===== src/rtl/stepctl_pkg.sv =====
package stepctl_pkg;

  // SPI word and every 64-bit move quantity
  localparam int WORD_W  = 64;
  localparam int DIV_W   = 24;  // Tick divisor
  localparam int MICRO_W = 3;   // Microstep shift

  // Command headers, top byte of a header word
  localparam logic [7:0] HDR_MOVE    = 8'h01;  // Coordinated move, dir in bit 0
  localparam logic [7:0] HDR_CLKDIV  = 8'h03;
  localparam logic [7:0] HDR_MICRO   = 8'h04;
  localparam logic [7:0] HDR_VERSION = 8'hfe;

  // Version bytes, reply bits [23:16], [15:8], [7:0]
  localparam logic [7:0] VERSION_MAJOR = 8'd0;
  localparam logic [7:0] VERSION_MINOR = 8'd2;
  localparam logic [7:0] VERSION_PATCH = 8'd1;

  // Taken off the accumulator per step
  // Slightly under the signed maximum so the sum keeps some headroom
  localparam logic [WORD_W-1:0] STEP_THRESHOLD = 64'h7fff_ffff_ffff_ff9b;

endpackage


===== src/rtl/spi_word_port.sv =====
`timescale 1ns/1ps

module spi_word_port (
  input  logic                           CLK,
  input  logic                           rst,
  input  logic                           sck,
  input  logic                           cs_n,
  input  logic                           copi,
  input  logic [stepctl_pkg::WORD_W-1:0] tx_word,
  output logic                           cipo,
  output logic [stepctl_pkg::WORD_W-1:0] rx_word,
  output logic                           word_valid
);
  import stepctl_pkg::*;

  localparam int CNT_W = $clog2(WORD_W);

  logic [1:0]        sck_sync;
  logic [1:0]        cs_sync;
  logic [1:0]        copi_sync;
  logic              sck_q;     // Previous synced sck
  logic              cs_q;
  logic              sck_rise;
  logic              sck_fall;
  logic              cs_fall;
  logic [CNT_W-1:0]  bit_cnt;
  logic [WORD_W-1:0] rx_sr;
  logic [WORD_W-1:0] tx_sr;

  // Two-flop synchronizers plus one delay flop for edge detect
  always_ff @(posedge CLK) begin
    if (rst) begin
      sck_sync <= '0;
      cs_sync  <= '1;  // Deselected
      sck_q    <= 1'b0;
      cs_q     <= 1'b1;
    end else begin
      sck_sync <= {sck_sync[0], sck};
      cs_sync  <= {cs_sync[0], cs_n};
      sck_q    <= sck_sync[1];
      cs_q     <= cs_sync[1];
    end
  end

  always_ff @(posedge CLK) begin
    copi_sync <= {copi_sync[0], copi};  // Data pin, same latency as sck
  end

  assign sck_rise = sck_sync[1] & ~sck_q & ~cs_sync[1];
  assign sck_fall = ~sck_sync[1] & sck_q & ~cs_sync[1];
  assign cs_fall  = ~cs_sync[1] & cs_q;

  always_ff @(posedge CLK) begin
    if (rst) begin
      bit_cnt    <= '0;
      tx_sr      <= '0;
      word_valid <= 1'b0;
    end else begin
      word_valid <= 1'b0;
      if (cs_fall) begin
        tx_sr   <= tx_word;  // Reply for this frame
        bit_cnt <= '0;
      end else if (sck_rise) begin
        bit_cnt    <= bit_cnt + 1'b1;  // Wraps after a full word
        word_valid <= (bit_cnt == CNT_W'(WORD_W - 1));
      end else if (sck_fall) begin
        tx_sr <= {tx_sr[WORD_W-2:0], 1'b0};  // Mode 0, next bit out on falling edge
      end
    end
  end

  // MSB first in
  always_ff @(posedge CLK) begin
    if (sck_rise) rx_sr <= {rx_sr[WORD_W-2:0], copi_sync[1]};
  end

  assign rx_word = rx_sr;  // Complete while word_valid is high
  assign cipo    = tx_sr[WORD_W-1];

endmodule


===== src/rtl/cmd_decoder.sv =====
`timescale 1ns/1ps

module cmd_decoder #(
  parameter int unsigned CLKDIV_RESET = 40,
  parameter int unsigned MICRO_MAX    = 4
) (
  input  logic                                  CLK,
  input  logic                                  rst,
  input  logic        [stepctl_pkg::WORD_W-1:0] rx_word,
  input  logic                                  word_valid,
  input  logic signed [stepctl_pkg::WORD_W-1:0] enc_count,
  input  logic        [stepctl_pkg::WORD_W-1:0] last_ticks,
  input  logic        [stepctl_pkg::WORD_W-1:0] last_steps,
  output logic        [stepctl_pkg::WORD_W-1:0] tx_word,
  output logic                                  start,
  output logic        [stepctl_pkg::WORD_W-1:0] duration,
  output logic signed [stepctl_pkg::WORD_W-1:0] increment,
  output logic signed [stepctl_pkg::WORD_W-1:0] increment_inc,
  output logic        [stepctl_pkg::DIV_W-1:0]  clk_div,
  output logic                                  dir,
  output logic        [stepctl_pkg::MICRO_W-1:0] microsteps
);
  import stepctl_pkg::*;

  logic               in_msg;     // Header taken, more words expected
  logic [7:0]         hdr_q;      // Header of the open message
  logic [1:0]         word_idx;   // Word number after the header
  logic [7:0]         rx_hdr;
  logic [MICRO_W-1:0] micro_req;

  assign rx_hdr    = rx_word[WORD_W-1 -: 8];
  assign micro_req = rx_word[MICRO_W-1:0];

  // Move words: duration, increment, increment of increment
  always_ff @(posedge CLK) begin
    if (word_valid && in_msg && hdr_q == HDR_MOVE) begin
      case (word_idx)
        2'd0:    duration      <= rx_word;
        2'd1:    increment     <= rx_word;
        default: increment_inc <= rx_word;
      endcase
    end
  end

  always_ff @(posedge CLK) begin
    if (rst) begin
      in_msg     <= 1'b0;
      hdr_q      <= '0;
      word_idx   <= '0;
      start      <= 1'b0;
      tx_word    <= '0;
      clk_div    <= DIV_W'(CLKDIV_RESET);
      dir        <= 1'b0;
      microsteps <= '0;
    end else begin
      start <= 1'b0;
      if (word_valid) begin
        tx_word <= enc_count;  // Default reply
        if (!in_msg) begin
          hdr_q    <= rx_hdr;
          word_idx <= '0;
          case (rx_hdr)
            HDR_MOVE: begin
              in_msg  <= 1'b1;
              dir     <= rx_word[0];
              tx_word <= last_ticks;  // Ticks of the previous move
            end
            HDR_CLKDIV: clk_div <= rx_word[DIV_W-1:0];
            HDR_MICRO: begin
              // Clamp to what the phase counter can shift
              microsteps <= (micro_req > MICRO_W'(MICRO_MAX)) ? MICRO_W'(MICRO_MAX)
                                                              : micro_req;
            end
            HDR_VERSION: begin
              in_msg  <= 1'b1;  // Skip one filler word
              tx_word <= {{(WORD_W-24){1'b0}}, VERSION_MAJOR, VERSION_MINOR, VERSION_PATCH};
            end
            default: ;  // Unknown, dropped
          endcase
        end else begin
          word_idx <= word_idx + 1'b1;
          if (hdr_q == HDR_MOVE) begin
            if (word_idx == 2'd0) tx_word <= last_steps;
            if (word_idx == 2'd2) begin
              in_msg <= 1'b0;
              start  <= 1'b1;  // Move complete, restarts any running one
            end
          end else begin
            in_msg <= 1'b0;  // Version filler consumed
          end
        end
      end
    end
  end

endmodule


===== src/rtl/step_profile.sv =====
`timescale 1ns/1ps

module step_profile (
  input  logic                                  CLK,
  input  logic                                  rst,
  input  logic                                  start,
  input  logic        [stepctl_pkg::WORD_W-1:0] duration,
  input  logic signed [stepctl_pkg::WORD_W-1:0] increment,
  input  logic signed [stepctl_pkg::WORD_W-1:0] increment_inc,
  input  logic        [stepctl_pkg::DIV_W-1:0]  clk_div,
  output logic                                  step,
  output logic                                  busy,
  output logic        [stepctl_pkg::WORD_W-1:0] last_ticks,
  output logic        [stepctl_pkg::WORD_W-1:0] last_steps
);
  import stepctl_pkg::*;

  logic        [DIV_W-1:0]  clk_cnt;  // Cycles inside the current tick
  logic                     tick;
  logic signed [WORD_W-1:0] inc_q;    // Working increment
  logic signed [WORD_W-1:0] inc_now;
  logic signed [WORD_W-1:0] acc_q;    // Substep accumulator
  logic signed [WORD_W-1:0] acc_sum;

  // Divisor of 0 or 1 ticks every cycle
  assign tick = busy && (clk_cnt + 1'b1 >= clk_div);

  // First tick loads the increment, later ticks accelerate
  assign inc_now = (last_ticks == '0) ? increment : inc_q + increment_inc;
  assign acc_sum = acc_q + inc_now;
  assign step    = tick && (acc_sum > 0);

  always_ff @(posedge CLK) begin
    if (rst) begin
      busy       <= 1'b0;
      clk_cnt    <= '0;
      acc_q      <= '0;
      last_ticks <= '0;
      last_steps <= '0;
    end else if (start) begin
      busy       <= (duration != '0);  // Empty move ends at once
      clk_cnt    <= '0;
      acc_q      <= '0;
      last_ticks <= '0;
      last_steps <= '0;
    end else if (tick) begin
      clk_cnt    <= '0;
      last_ticks <= last_ticks + 1'b1;
      if (last_ticks + 1'b1 == duration) busy <= 1'b0;
      if (step) begin
        acc_q      <= acc_sum - $signed(STEP_THRESHOLD);
        last_steps <= last_steps + 1'b1;
      end else begin
        acc_q <= acc_sum;
      end
    end else if (busy) begin
      clk_cnt <= clk_cnt + 1'b1;
    end
  end

  always_ff @(posedge CLK) begin
    if (tick) inc_q <= inc_now;
  end

endmodule


===== src/rtl/hbridge_phase.sv =====
`timescale 1ns/1ps

module hbridge_phase #(
  parameter int unsigned MICRO_MAX = 4
) (
  input  logic                            CLK,
  input  logic                            rst,
  input  logic                            step,
  input  logic                            dir,
  input  logic [stepctl_pkg::MICRO_W-1:0] microsteps,
  output logic                            phase_a1,
  output logic                            phase_a2,
  output logic                            phase_b1,
  output logic                            phase_b2
);
  import stepctl_pkg::*;

  localparam int POS_W = MICRO_MAX + 2;  // Room for the top full-step index

  logic [POS_W-1:0]   pos_q;  // Microstep position, wraps
  logic [1:0]         idx;    // Full-step index

  always_ff @(posedge CLK) begin
    if (rst) begin
      pos_q <= '0;
    end else if (step) begin
      pos_q <= dir ? pos_q + 1'b1 : pos_q - 1'b1;  // dir high counts up
    end
  end

  // Shift arrives clamped to MICRO_MAX, select stays inside pos_q
  assign idx = pos_q[microsteps +: 2];

  // Two phases on, A+B+ A-B+ A-B- A+B-
  always_comb begin
    case (idx)
      2'd0:    {phase_a1, phase_a2, phase_b1, phase_b2} = 4'b1010;
      2'd1:    {phase_a1, phase_a2, phase_b1, phase_b2} = 4'b0110;
      2'd2:    {phase_a1, phase_a2, phase_b1, phase_b2} = 4'b0101;
      default: {phase_a1, phase_a2, phase_b1, phase_b2} = 4'b1001;
    endcase
  end

endmodule


===== src/rtl/quad_decoder.sv =====
`timescale 1ns/1ps

module quad_decoder (
  input  logic                                  CLK,
  input  logic                                  rst,
  input  logic                                  enc_a,
  input  logic                                  enc_b,
  output logic signed [stepctl_pkg::WORD_W-1:0] enc_count,
  output logic                                  enc_fault
);
  import stepctl_pkg::*;

  logic [1:0]               a_sync;
  logic [1:0]               b_sync;
  logic                     a_q;    // Last sample
  logic                     b_q;
  logic                     a_chg;
  logic                     b_chg;
  logic signed [WORD_W-1:0] delta;

  // Pipeline runs through reset, so the first sample after it is not an edge
  always_ff @(posedge CLK) begin
    a_sync <= {a_sync[0], enc_a};
    b_sync <= {b_sync[0], enc_b};
    a_q    <= a_sync[1];
    b_q    <= b_sync[1];
  end

  assign a_chg = a_sync[1] ^ a_q;
  assign b_chg = b_sync[1] ^ b_q;

  // A leading B: new A differs from old B, count up
  assign delta = (a_sync[1] ^ b_q) ? WORD_W'(1) : '1;

  always_ff @(posedge CLK) begin
    if (rst) begin
      enc_count <= '0;
      enc_fault <= 1'b0;
    end else if (a_chg && b_chg) begin
      enc_fault <= 1'b1;  // Skipped a Gray state, count held
    end else if (a_chg || b_chg) begin
      enc_count <= enc_count + delta;  // x4, every edge counts
    end
  end

endmodule


===== src/rtl/stepctl_top.sv =====
`timescale 1ns/1ps

module stepctl_top #(
  parameter int unsigned CLKDIV_RESET = 40,
  parameter int unsigned MICRO_MAX    = 4
) (
  input  logic CLK,
  input  logic rst,
  input  logic sck,
  input  logic cs_n,
  input  logic copi,
  output logic cipo,
  output logic phase_a1,
  output logic phase_a2,
  output logic phase_b1,
  output logic phase_b2,
  output logic step,
  output logic dir,
  output logic busy,
  input  logic enc_a,
  input  logic enc_b,
  output logic enc_fault
);
  import stepctl_pkg::*;

  logic        [WORD_W-1:0]  rx_word;
  logic        [WORD_W-1:0]  tx_word;
  logic                      word_valid;
  logic                      start;
  logic        [WORD_W-1:0]  duration;
  logic signed [WORD_W-1:0]  increment;
  logic signed [WORD_W-1:0]  increment_inc;
  logic        [DIV_W-1:0]   clk_div;
  logic        [MICRO_W-1:0] microsteps;
  logic        [WORD_W-1:0]  last_ticks;
  logic        [WORD_W-1:0]  last_steps;
  logic signed [WORD_W-1:0]  enc_count;

  spi_word_port u_spi (
    .CLK(CLK), .rst(rst), .sck(sck), .cs_n(cs_n), .copi(copi),
    .tx_word(tx_word), .cipo(cipo), .rx_word(rx_word), .word_valid(word_valid)
  );

  cmd_decoder #(.CLKDIV_RESET(CLKDIV_RESET), .MICRO_MAX(MICRO_MAX)) u_dec (
    .CLK(CLK), .rst(rst), .rx_word(rx_word), .word_valid(word_valid),
    .enc_count(enc_count), .last_ticks(last_ticks), .last_steps(last_steps),
    .tx_word(tx_word), .start(start), .duration(duration), .increment(increment),
    .increment_inc(increment_inc), .clk_div(clk_div), .dir(dir), .microsteps(microsteps)
  );

  step_profile u_prof (
    .CLK(CLK), .rst(rst), .start(start), .duration(duration), .increment(increment),
    .increment_inc(increment_inc), .clk_div(clk_div), .step(step), .busy(busy),
    .last_ticks(last_ticks), .last_steps(last_steps)
  );

  hbridge_phase #(.MICRO_MAX(MICRO_MAX)) u_phase (
    .CLK(CLK), .rst(rst), .step(step), .dir(dir), .microsteps(microsteps),
    .phase_a1(phase_a1), .phase_a2(phase_a2), .phase_b1(phase_b1), .phase_b2(phase_b2)
  );

  quad_decoder u_enc (
    .CLK(CLK), .rst(rst), .enc_a(enc_a), .enc_b(enc_b),
    .enc_count(enc_count), .enc_fault(enc_fault)
  );

endmodule


===== config.mk =====
export PLATFORM = sky130hd
export DESIGN_NAME = stepctl_top
export DESIGN_NICKNAME = d
export VERILOG_FILES = /design/src/rtl/stepctl_pkg.sv /design/src/rtl/spi_word_port.sv /design/src/rtl/cmd_decoder.sv /design/src/rtl/step_profile.sv /design/src/rtl/hbridge_phase.sv /design/src/rtl/quad_decoder.sv /design/src/rtl/stepctl_top.sv
export SDC_FILE = /design/constraint.sdc
export NUM_CORES = 2
export LEC_CHECK = 0
export BUFFER_PORTS_ARGS = -buffer_cell sky130_fd_sc_hd__buf_4
export CAP_MARGIN = 20
export CORE_ASPECT_RATIO = 1.25
export CORE_MARGIN = 3
export CORE_UTILIZATION = 59
export CTS_CLUSTER_DIAMETER = 40
export DETAILED_ROUTE_END_ITERATION = 10
export HOLD_SLACK_MARGIN = 0.15
export PLACE_DENSITY = 0.79
export SETUP_SLACK_MARGIN = 0.5
export SLEW_MARGIN = 15
export SYNTH_ARGS = -nofsm -noshare
export SYNTH_HDL_FRONTEND = slang
export SYNTH_HIERARCHICAL = 1
export SYNTH_SLANG_ARGS = --single-unit

===== constraint.sdc =====
create_clock -name CLK -period 7.45 [get_ports CLK]
set_clock_uncertainty 0.1 [all_clocks]
set_input_delay 1.49 -clock CLK [delete_from_list [all_inputs] [get_ports CLK]]
set_output_delay 1.49 -clock CLK [all_outputs]
set_load 0.02 [all_outputs]

Word level (Yosys, flattened, before mapping)
Index checks and enable logic that the tools add are counted.
{ "op_classes": {"add_sub_neg": 11, "n_lt_le_gt_ge": 3, "n_eq_ne": 12, "shift": 1, "muxes": 25, "bitwise": 17, "reduce_logical": 33} }
{ "ops": {"columns": ["cell", "count"], "rows": [
  ["$mux 64", 9],
  ["$add 64x64->64", 3],
  ["$add 64x1->64 const B", 2],
  ["$pmux 64 s2", 1],
  ["$eq 64x64->1", 1],
  ["$gt 64x1->1 const B", 1],
  ["$logic_not 64->1", 1],
  ["$reduce_bool 64->1", 1],
  ["$sub 64x64->64 const B", 1],
  ["$add 24x1->24 const B", 1],
  ["$ge 24x24->1", 1],
  ["$eq 8x1->1 const B", 2],
  ["$reduce_and 2->1", 8],
  ["$add 6x1->6 const B", 2],
  ["$mux 1", 12],
  ["$reduce_or 2->1", 6],
  ["$not 1->1", 9],
  ["$reduce_and 3->1", 3],
  ["$eq 8x2->1 const B", 1],
  ["$eq 8x3->1 const B", 1],
  ["$eq 8x8->1 const B", 1],
  ["$eq 6x6->1 const B", 1],
  ["$mux 6", 1],
  ["$reduce_bool 2->1", 3],
  ["other kinds (16)", 30]
]} }
{ "totals": {"regBits": 797, "inputBits": 7, "output_inout_bits": 9, "wordCells": 135} }

Logic depth before layout (Yosys ltp)
{ "depth": {"depth_word": 6, "ltp_mapped": 35, "ltp_nobuf": 33} }

Hierarchy
Netlist, hierarchy kept.
{ "modules_own_cells": {"columns": ["mod", "n_inst", "cells_each", "area_each_um2", "seq_area_each_um2"], "rows": [
  ["step_profile", 1, 3229, 24712.5, 6266.0],
  ["cmd_decoder", 1, 1002, 12084.1, 7847.5],
  ["quad_decoder", 1, 937, 6517.5, 1421.4],
  ["spi_word_port", 1, 478, 5323.9, 3503.4],
  ["hbridge_phase", 1, 71, 561.8, 120.1]
]} }

Least setup slack after synthesis
OpenSTA, ideal clock, no wires.
{ "synth_path": {"path_kind": "register -> output", "from": "register u_dec/increment_inc[0] (netlist name)", "to": "output step", "arrival_ns": 6.231, "path_slack_ns": -0.371, "stages_incl_launch_ff": 29, "cell_sequence": "edfxtp_1 ha_1 inv_1 fa_1 nor2b_1 o31a_1 nor3_1 o21ai_0 nand3_1 a211oi_1 o21ai_0 a2111oi_0 o31ai_1 o21ai_0 o31ai_1 ha_1 clkbuf_1 and4_1 nand4_1 or2_2 nor3_1 nand2_1 o21ai_0 xor2_1 or3b_2 nor4_1 nand4b_1 nand2_1 nor2_1"} }
{ "synth_between": {"elab_chain_len": 5} }
{ "synth_lines": {"columns": ["element", "line", "text"], "rows": [
  ["start: declaration", "cmd_decoder.sv:18", "output logic signed [stepctl_pkg::WORD_W-1:0] increment_inc,"],
  ["start signal: assignment", "cmd_decoder.sv:40", "default: increment_inc <= rx_word;"],
  ["$add 64x64->64", "step_profile.sv:29", "assign inc_now = (last_ticks == '0) ? increment : inc_q + increment_inc;"],
  ["$mux 64", "step_profile.sv:29", null],
  ["via u_prof.inc_now[54]", "step_profile.sv:21", "logic signed [WORD_W-1:0] inc_now;"],
  ["$add 64x64->64", "step_profile.sv:30", "assign acc_sum = acc_q + inc_now;"],
  ["$gt 64x1->1", "step_profile.sv:31", "assign step = tick && (acc_sum > 0);"],
  ["$logic_and 1x1->1", "step_profile.sv:31", null],
  ["end: declaration", "stepctl_top.sv:17", "output logic step,"]
]} }
The timed path passes the listed nets, and every way through them passes these cells.

Final worst setup path
{ "layout_path": {"from": "register u_prof.inc_q[0]", "to": "output step"} }
{ "layout_between": {"elab_chain_len": 5} }
{ "layout_lines": {"columns": ["element", "line", "text"], "rows": [
  ["start: declaration", "step_profile.sv:20", "logic signed [WORD_W-1:0] inc_q;"],
  ["start signal: assignment", "step_profile.sv:62", "if (tick) inc_q <= inc_now;"],
  ["$add 64x64->64", "step_profile.sv:29", null],
  ["$mux 64", "step_profile.sv:29", null],
  ["via u_prof.inc_now[54]", "step_profile.sv:21", null],
  ["$add 64x64->64", "step_profile.sv:30", null],
  ["$gt 64x1->1", "step_profile.sv:31", null],
  ["$logic_and 1x1->1", "step_profile.sv:31", null]
]} }
The timed path passes the listed nets, and every way through them passes these cells.

==> flow_summary.json <==
{
  "yosys.area_share.adder_pct": 4.57,
  "dp_hpwl_um": 114000,
  "critPathLaunchType": "flip-flop",
  "drc": 0,
  "fin_area_um2": 61000,
  "synth_top_family_by_area": "simple AND/OR/NAND/NOR gates",
  "ff2ff_path_depth": 41,
  "yosys.area_share.simple_pct": 23.3,
  "rsz0062_at_grt": "yes",
  "crit_buf_inv": 4,
  "path_class": "flip-flop to primary output",
  "grt_max_degree": 99,
  "cap_violations": 0,
  "root_buffer": "clkbuf_16",
  "fmax_mhz": 117,
  "clkSlewWorstSetupHoldPaths_ns": 0.06,
  "crit_arrival_ns": 6.96,
  "synth_cell_types": 118,
  "yosys.area_share.xor_xnor_pct": 7.59,
  "drtAntennaViolNets": 0,
  "mappedNetlistArea_um2": 49200,
  "fin_nets": 6381,
  "cellPowerDensity_nw_per_um2": 202,
  "worst_pin_slew_ns": 1.09,
  "h-tree-depth": 3,
  "ys.flop_type": "dfxtp_1",
  "status": "complete, but fails checks",
  "place_congestion": 1.00,
  "portBuffers": 15,
  "hold_start": "u_enc/a_sync[0]$_DFF_P_",
  "fin_tns_setup_ns": -1.10,
  "dp_cells": 7077,
  "slew_violations": 0,
  "rows": 117,
  "globalRouteOverflowTotal": 0,
  "cts_buffers": 99,
  "ys_ff_latch": 797,
  "switching_share_pct": 32.3,
  "cts_buffer_depth": 3,
  "pwr-share-clk_pct": 41.1,
  "viasPerCell": 6.57,
  "hold_path_class": "flip-flop to flip-flop",
  "pre_cts_ws_ns": -0.690,
  "violations": "setup timing",
  "synth_compound_area_share_pct": 18.9,
  "max-slew-margin-rel_pct": 26.4,
  "clock_latency_ns": 0.69,
  "drive_gt1_share_pct": 21.4,
  "holdPathEnd": "u_enc/a_sync[1]$_DFF_P_",
  "grt_use_total_pct": 35.9,
  "grt_pass1_wl_um": 250000,
  "holdWs_ns": 0.224,
  "rrSetupSlack_ns": 0,
  "placed_area_um2": 54400,
  "syn-instance-count": 5717,
  "hold_depth": 0,
  "cpPeakStageDelay_ns": 0.47,
  "fp.dieH_um": 329,
  "combPwrFrac_pct": 17.5,
  "cp-end-kind": "primary output",
  "vias": 48300,
  "grt_antenna_before_repair": 1,
  "grt_pass1_vias": 46000,
  "synth.area.mux_share_pct": 2.11,
  "area_growth_pct": 24.0,
  "p_leak_nw": 23.1,
  "reg2reg_to": "u_prof/last_steps[19]$_SDFFE_PP0P_",
  "instances_no_fill": 7352,
  "nFillCells": 5844,
  "p_sw_mw": 3.98,
  "total_power_mw": 12.3,
  "cts_tree": "yes",
  "cts.sinks": 797,
  "drt-wirelength-per-cell_um": 22.7,
  "finalHoldViolCount": 0,
  "die_x_um": 264,
  "worst_path_max_delay_cell": "a2111oi_4",
  "cp_max_fo": 3,
  "syn_nets": 5902,
  "start_util_pct": 59.9,
  "finalCritPeriodShare_pct": 115,
  "first_pass_iters": 7,
  "yosys_warnings": 6,
  "setup_slack_ns": -1.10,
  "min_period_ns": 8.55,
  "core-area_um2": 82100,
  "final_util_pct": 74.3,
  "drt-total-wl_um": 167000,
  "r2r_start": "u_prof/inc_q[0]$_DFFE_PP_",
  "ioPinCount": 16,
  "synth_edf_count": 320,
  "die_area_um2": 86900,
  "critPathTopFamily": "simple AND/OR/NAND/NOR gates",
  "drt_iter0_drc": 5660,
  "cp.required_ns": 5.86,
  "syn_area_per_cell_um2": 8.61,
  "cts_hold_buf": 0,
  "ir_drop_mv": 0.192,
  "yosysSeqAreaShare_pct": 38.9,
  "setup_viol": 1,
  "synth_async_sr_flop_share_pct": 0,
  "internal_power_mw": 8.36,
  "seqPwrFrac_pct": 41.4
}
==> cell usage after synthesis, types with 41 or more instances <==
| cell | count | area share [%] |
|---|---|---|
| a211oi_1 | 65 | 0.99 |
| a21o_1 | 58 | 0.89 |
| a21oi_1 | 317 | 3.2 |
| a221oi_1 | 42 | 0.75 |
| a31oi_1 | 202 | 2.6 |
| and2_1 | 44 | 0.56 |
| and3_1 | 80 | 1.0 |
| buf_2 | 66 | 0.67 |
| clkbuf_1 | 288 | 2.2 |
| dfxtp_1 | 477 | 19 |
| edfxtp_1 | 320 | 20 |
| ha_1 | 175 | 4.5 |
| inv_1 | 150 | 1.1 |
| mux2i_1 | 78 | 1.6 |
| nand2_1 | 654 | 5.0 |
| nand2b_1 | 41 | 0.52 |
| nand3_1 | 224 | 2.3 |
| nand4_1 | 198 | 2.5 |
| nor2_1 | 452 | 3.4 |
| nor2b_1 | 71 | 0.90 |
| nor3_1 | 126 | 1.3 |
| nor4_1 | 135 | 1.7 |
| o21ai_0 | 268 | 2.7 |
| o21bai_1 | 65 | 0.99 |
| o31ai_1 | 89 | 1.4 |
| or3_1 | 59 | 0.75 |
| xnor2_1 | 228 | 4.1 |
| xor2_1 | 193 | 3.4 |
==> timing repair <==
item | in CTS | in global routing
setup endpoints to repair | 129 | 135
buffers inserted | 29 | 47
pin swaps | 39 | 139
gates cloned | 1 | 10
resized for setup | 159 | 278
hold endpoints to repair | 0 | 0
==> cells in the final DEF, fill, tap and decap left out, drive strengths merged, types with 71 or more instances in the layout <==
cell type,instances
nor2,452
clkbuf,119
a21oi,323
nand2,655
nor2b,71
nand4,200
nor4,145
a31oi,204
xor2,194
ha,175
dfxtp,477
nor3,130
xnor2,230
and3,80
inv,182
buf,766
mux2i,78
edfxtp,320
o31ai,91
nand3,225
o21ai,287
==> registers in the layout (all words and copies together) (netlist names), 3 cells and up <==
signal               count
u_dec/duration          64
u_dec/increment         64
u_dec/increment_inc     64
u_dec/tx_word           64
u_enc/enc_count         64
u_prof/acc_q            64
u_prof/inc_q            64
u_prof/last_steps       64
u_prof/last_ticks       64
u_spi/rx_word           64
u_spi/tx_sr             64
u_dec/clk_div           24
u_prof/clk_cnt          24
u_dec/hdr_q              8
u_phase/pos_q            6
u_spi/bit_cnt            6
u_dec/microsteps         3
==> kinds of logic (layout without fill, tap and decap cells) <==
kind of cell	count (synthesis)	in the layout
muxes	101	101
buffers and inverters	550	1113
adders and majority gates	178	178
and+or+nand+nor	2267	2267
DFF	797	797
AOI/OAI and AO/OA	1400	1400
other	0	1
xor gates and xnor gates	424	424
==> layout make-up <==
class / instances / area [um2] / area share [%]
Clock inverter: 76 / 923 / 1.51
Inverter: 152 / 578 / 0.948
Timing Repair Buffer: 776 / 6410 / 10.5
Clock buffer: 109 / 2580 / 4.23
Multi-Input combinational cell: 4370 / 30000 / 49.2
Tap cell: 1071 / 1340 / 2.20
Sequential cell: 797 / 19200 / 31.4
Antenna cell: 1 / 2.50 / 0.00410
==> worst register-to-register path: cells and delay by family, from the launching register on <==
family / cells / cell delay (ns)
DFF: 1 / 0.39
muxes: 1 / 0.09
adders and majority gates: 3 / 0.78
AOI/OAI and AO/OA: 13 / 2.27
buffers and inverters: 13 / 1.80
and+or+nand+nor: 9 / 1.28
xor gates and xnor gates: 2 / 0.68
==> routing by layer <==
metal,wire (um),global-route usage [%],vias to the layer above
met5,11,0,-
met4,13700,23.9,2
met3,11700,4.37,744
met2,80200,62.5,2595
met1,61300,41.5,22900
li1,-,-,22100
==> power groups by stage <==
stage / registers (mW) / logic [mW] / clock network [mW]
2_1_floorplan: 4.87 / 1.77 / 0
5_1_grt: 5.14 / 2.33 / 5.27
3_3_place_gp: 5.17 / 2.02 / 0
3_5_place_dp: 5.18 / 2.05 / 0
4_1_cts: 5.09 / 2.06 / 5.10
6_report: 5.11 / 2.16 / 5.07
==> how the worst max path moves through the flow <==
stage          slack (ns)                         startpoint  endpoint  cells past startpoint
2_1_floorplan        0.33         u_prof/inc_q[14]$_DFFE_PP_      step                     27
6_report            -1.10          u_prof/inc_q[0]$_DFFE_PP_      step                     31
3_5_place_dp        -0.69   u_dec/increment_inc[0]$_DFFE_PP_      step                     32
4_1_cts             -1.02          u_prof/inc_q[0]$_DFFE_PP_      step                     30
3_3_place_gp        -0.60  u_dec/increment_inc[22]$_DFFE_PP_      step                     30
5_1_grt             -1.32          u_prof/inc_q[0]$_DFFE_PP_      step                     30
Note: power is estimated with default switching activity, not from simulation.
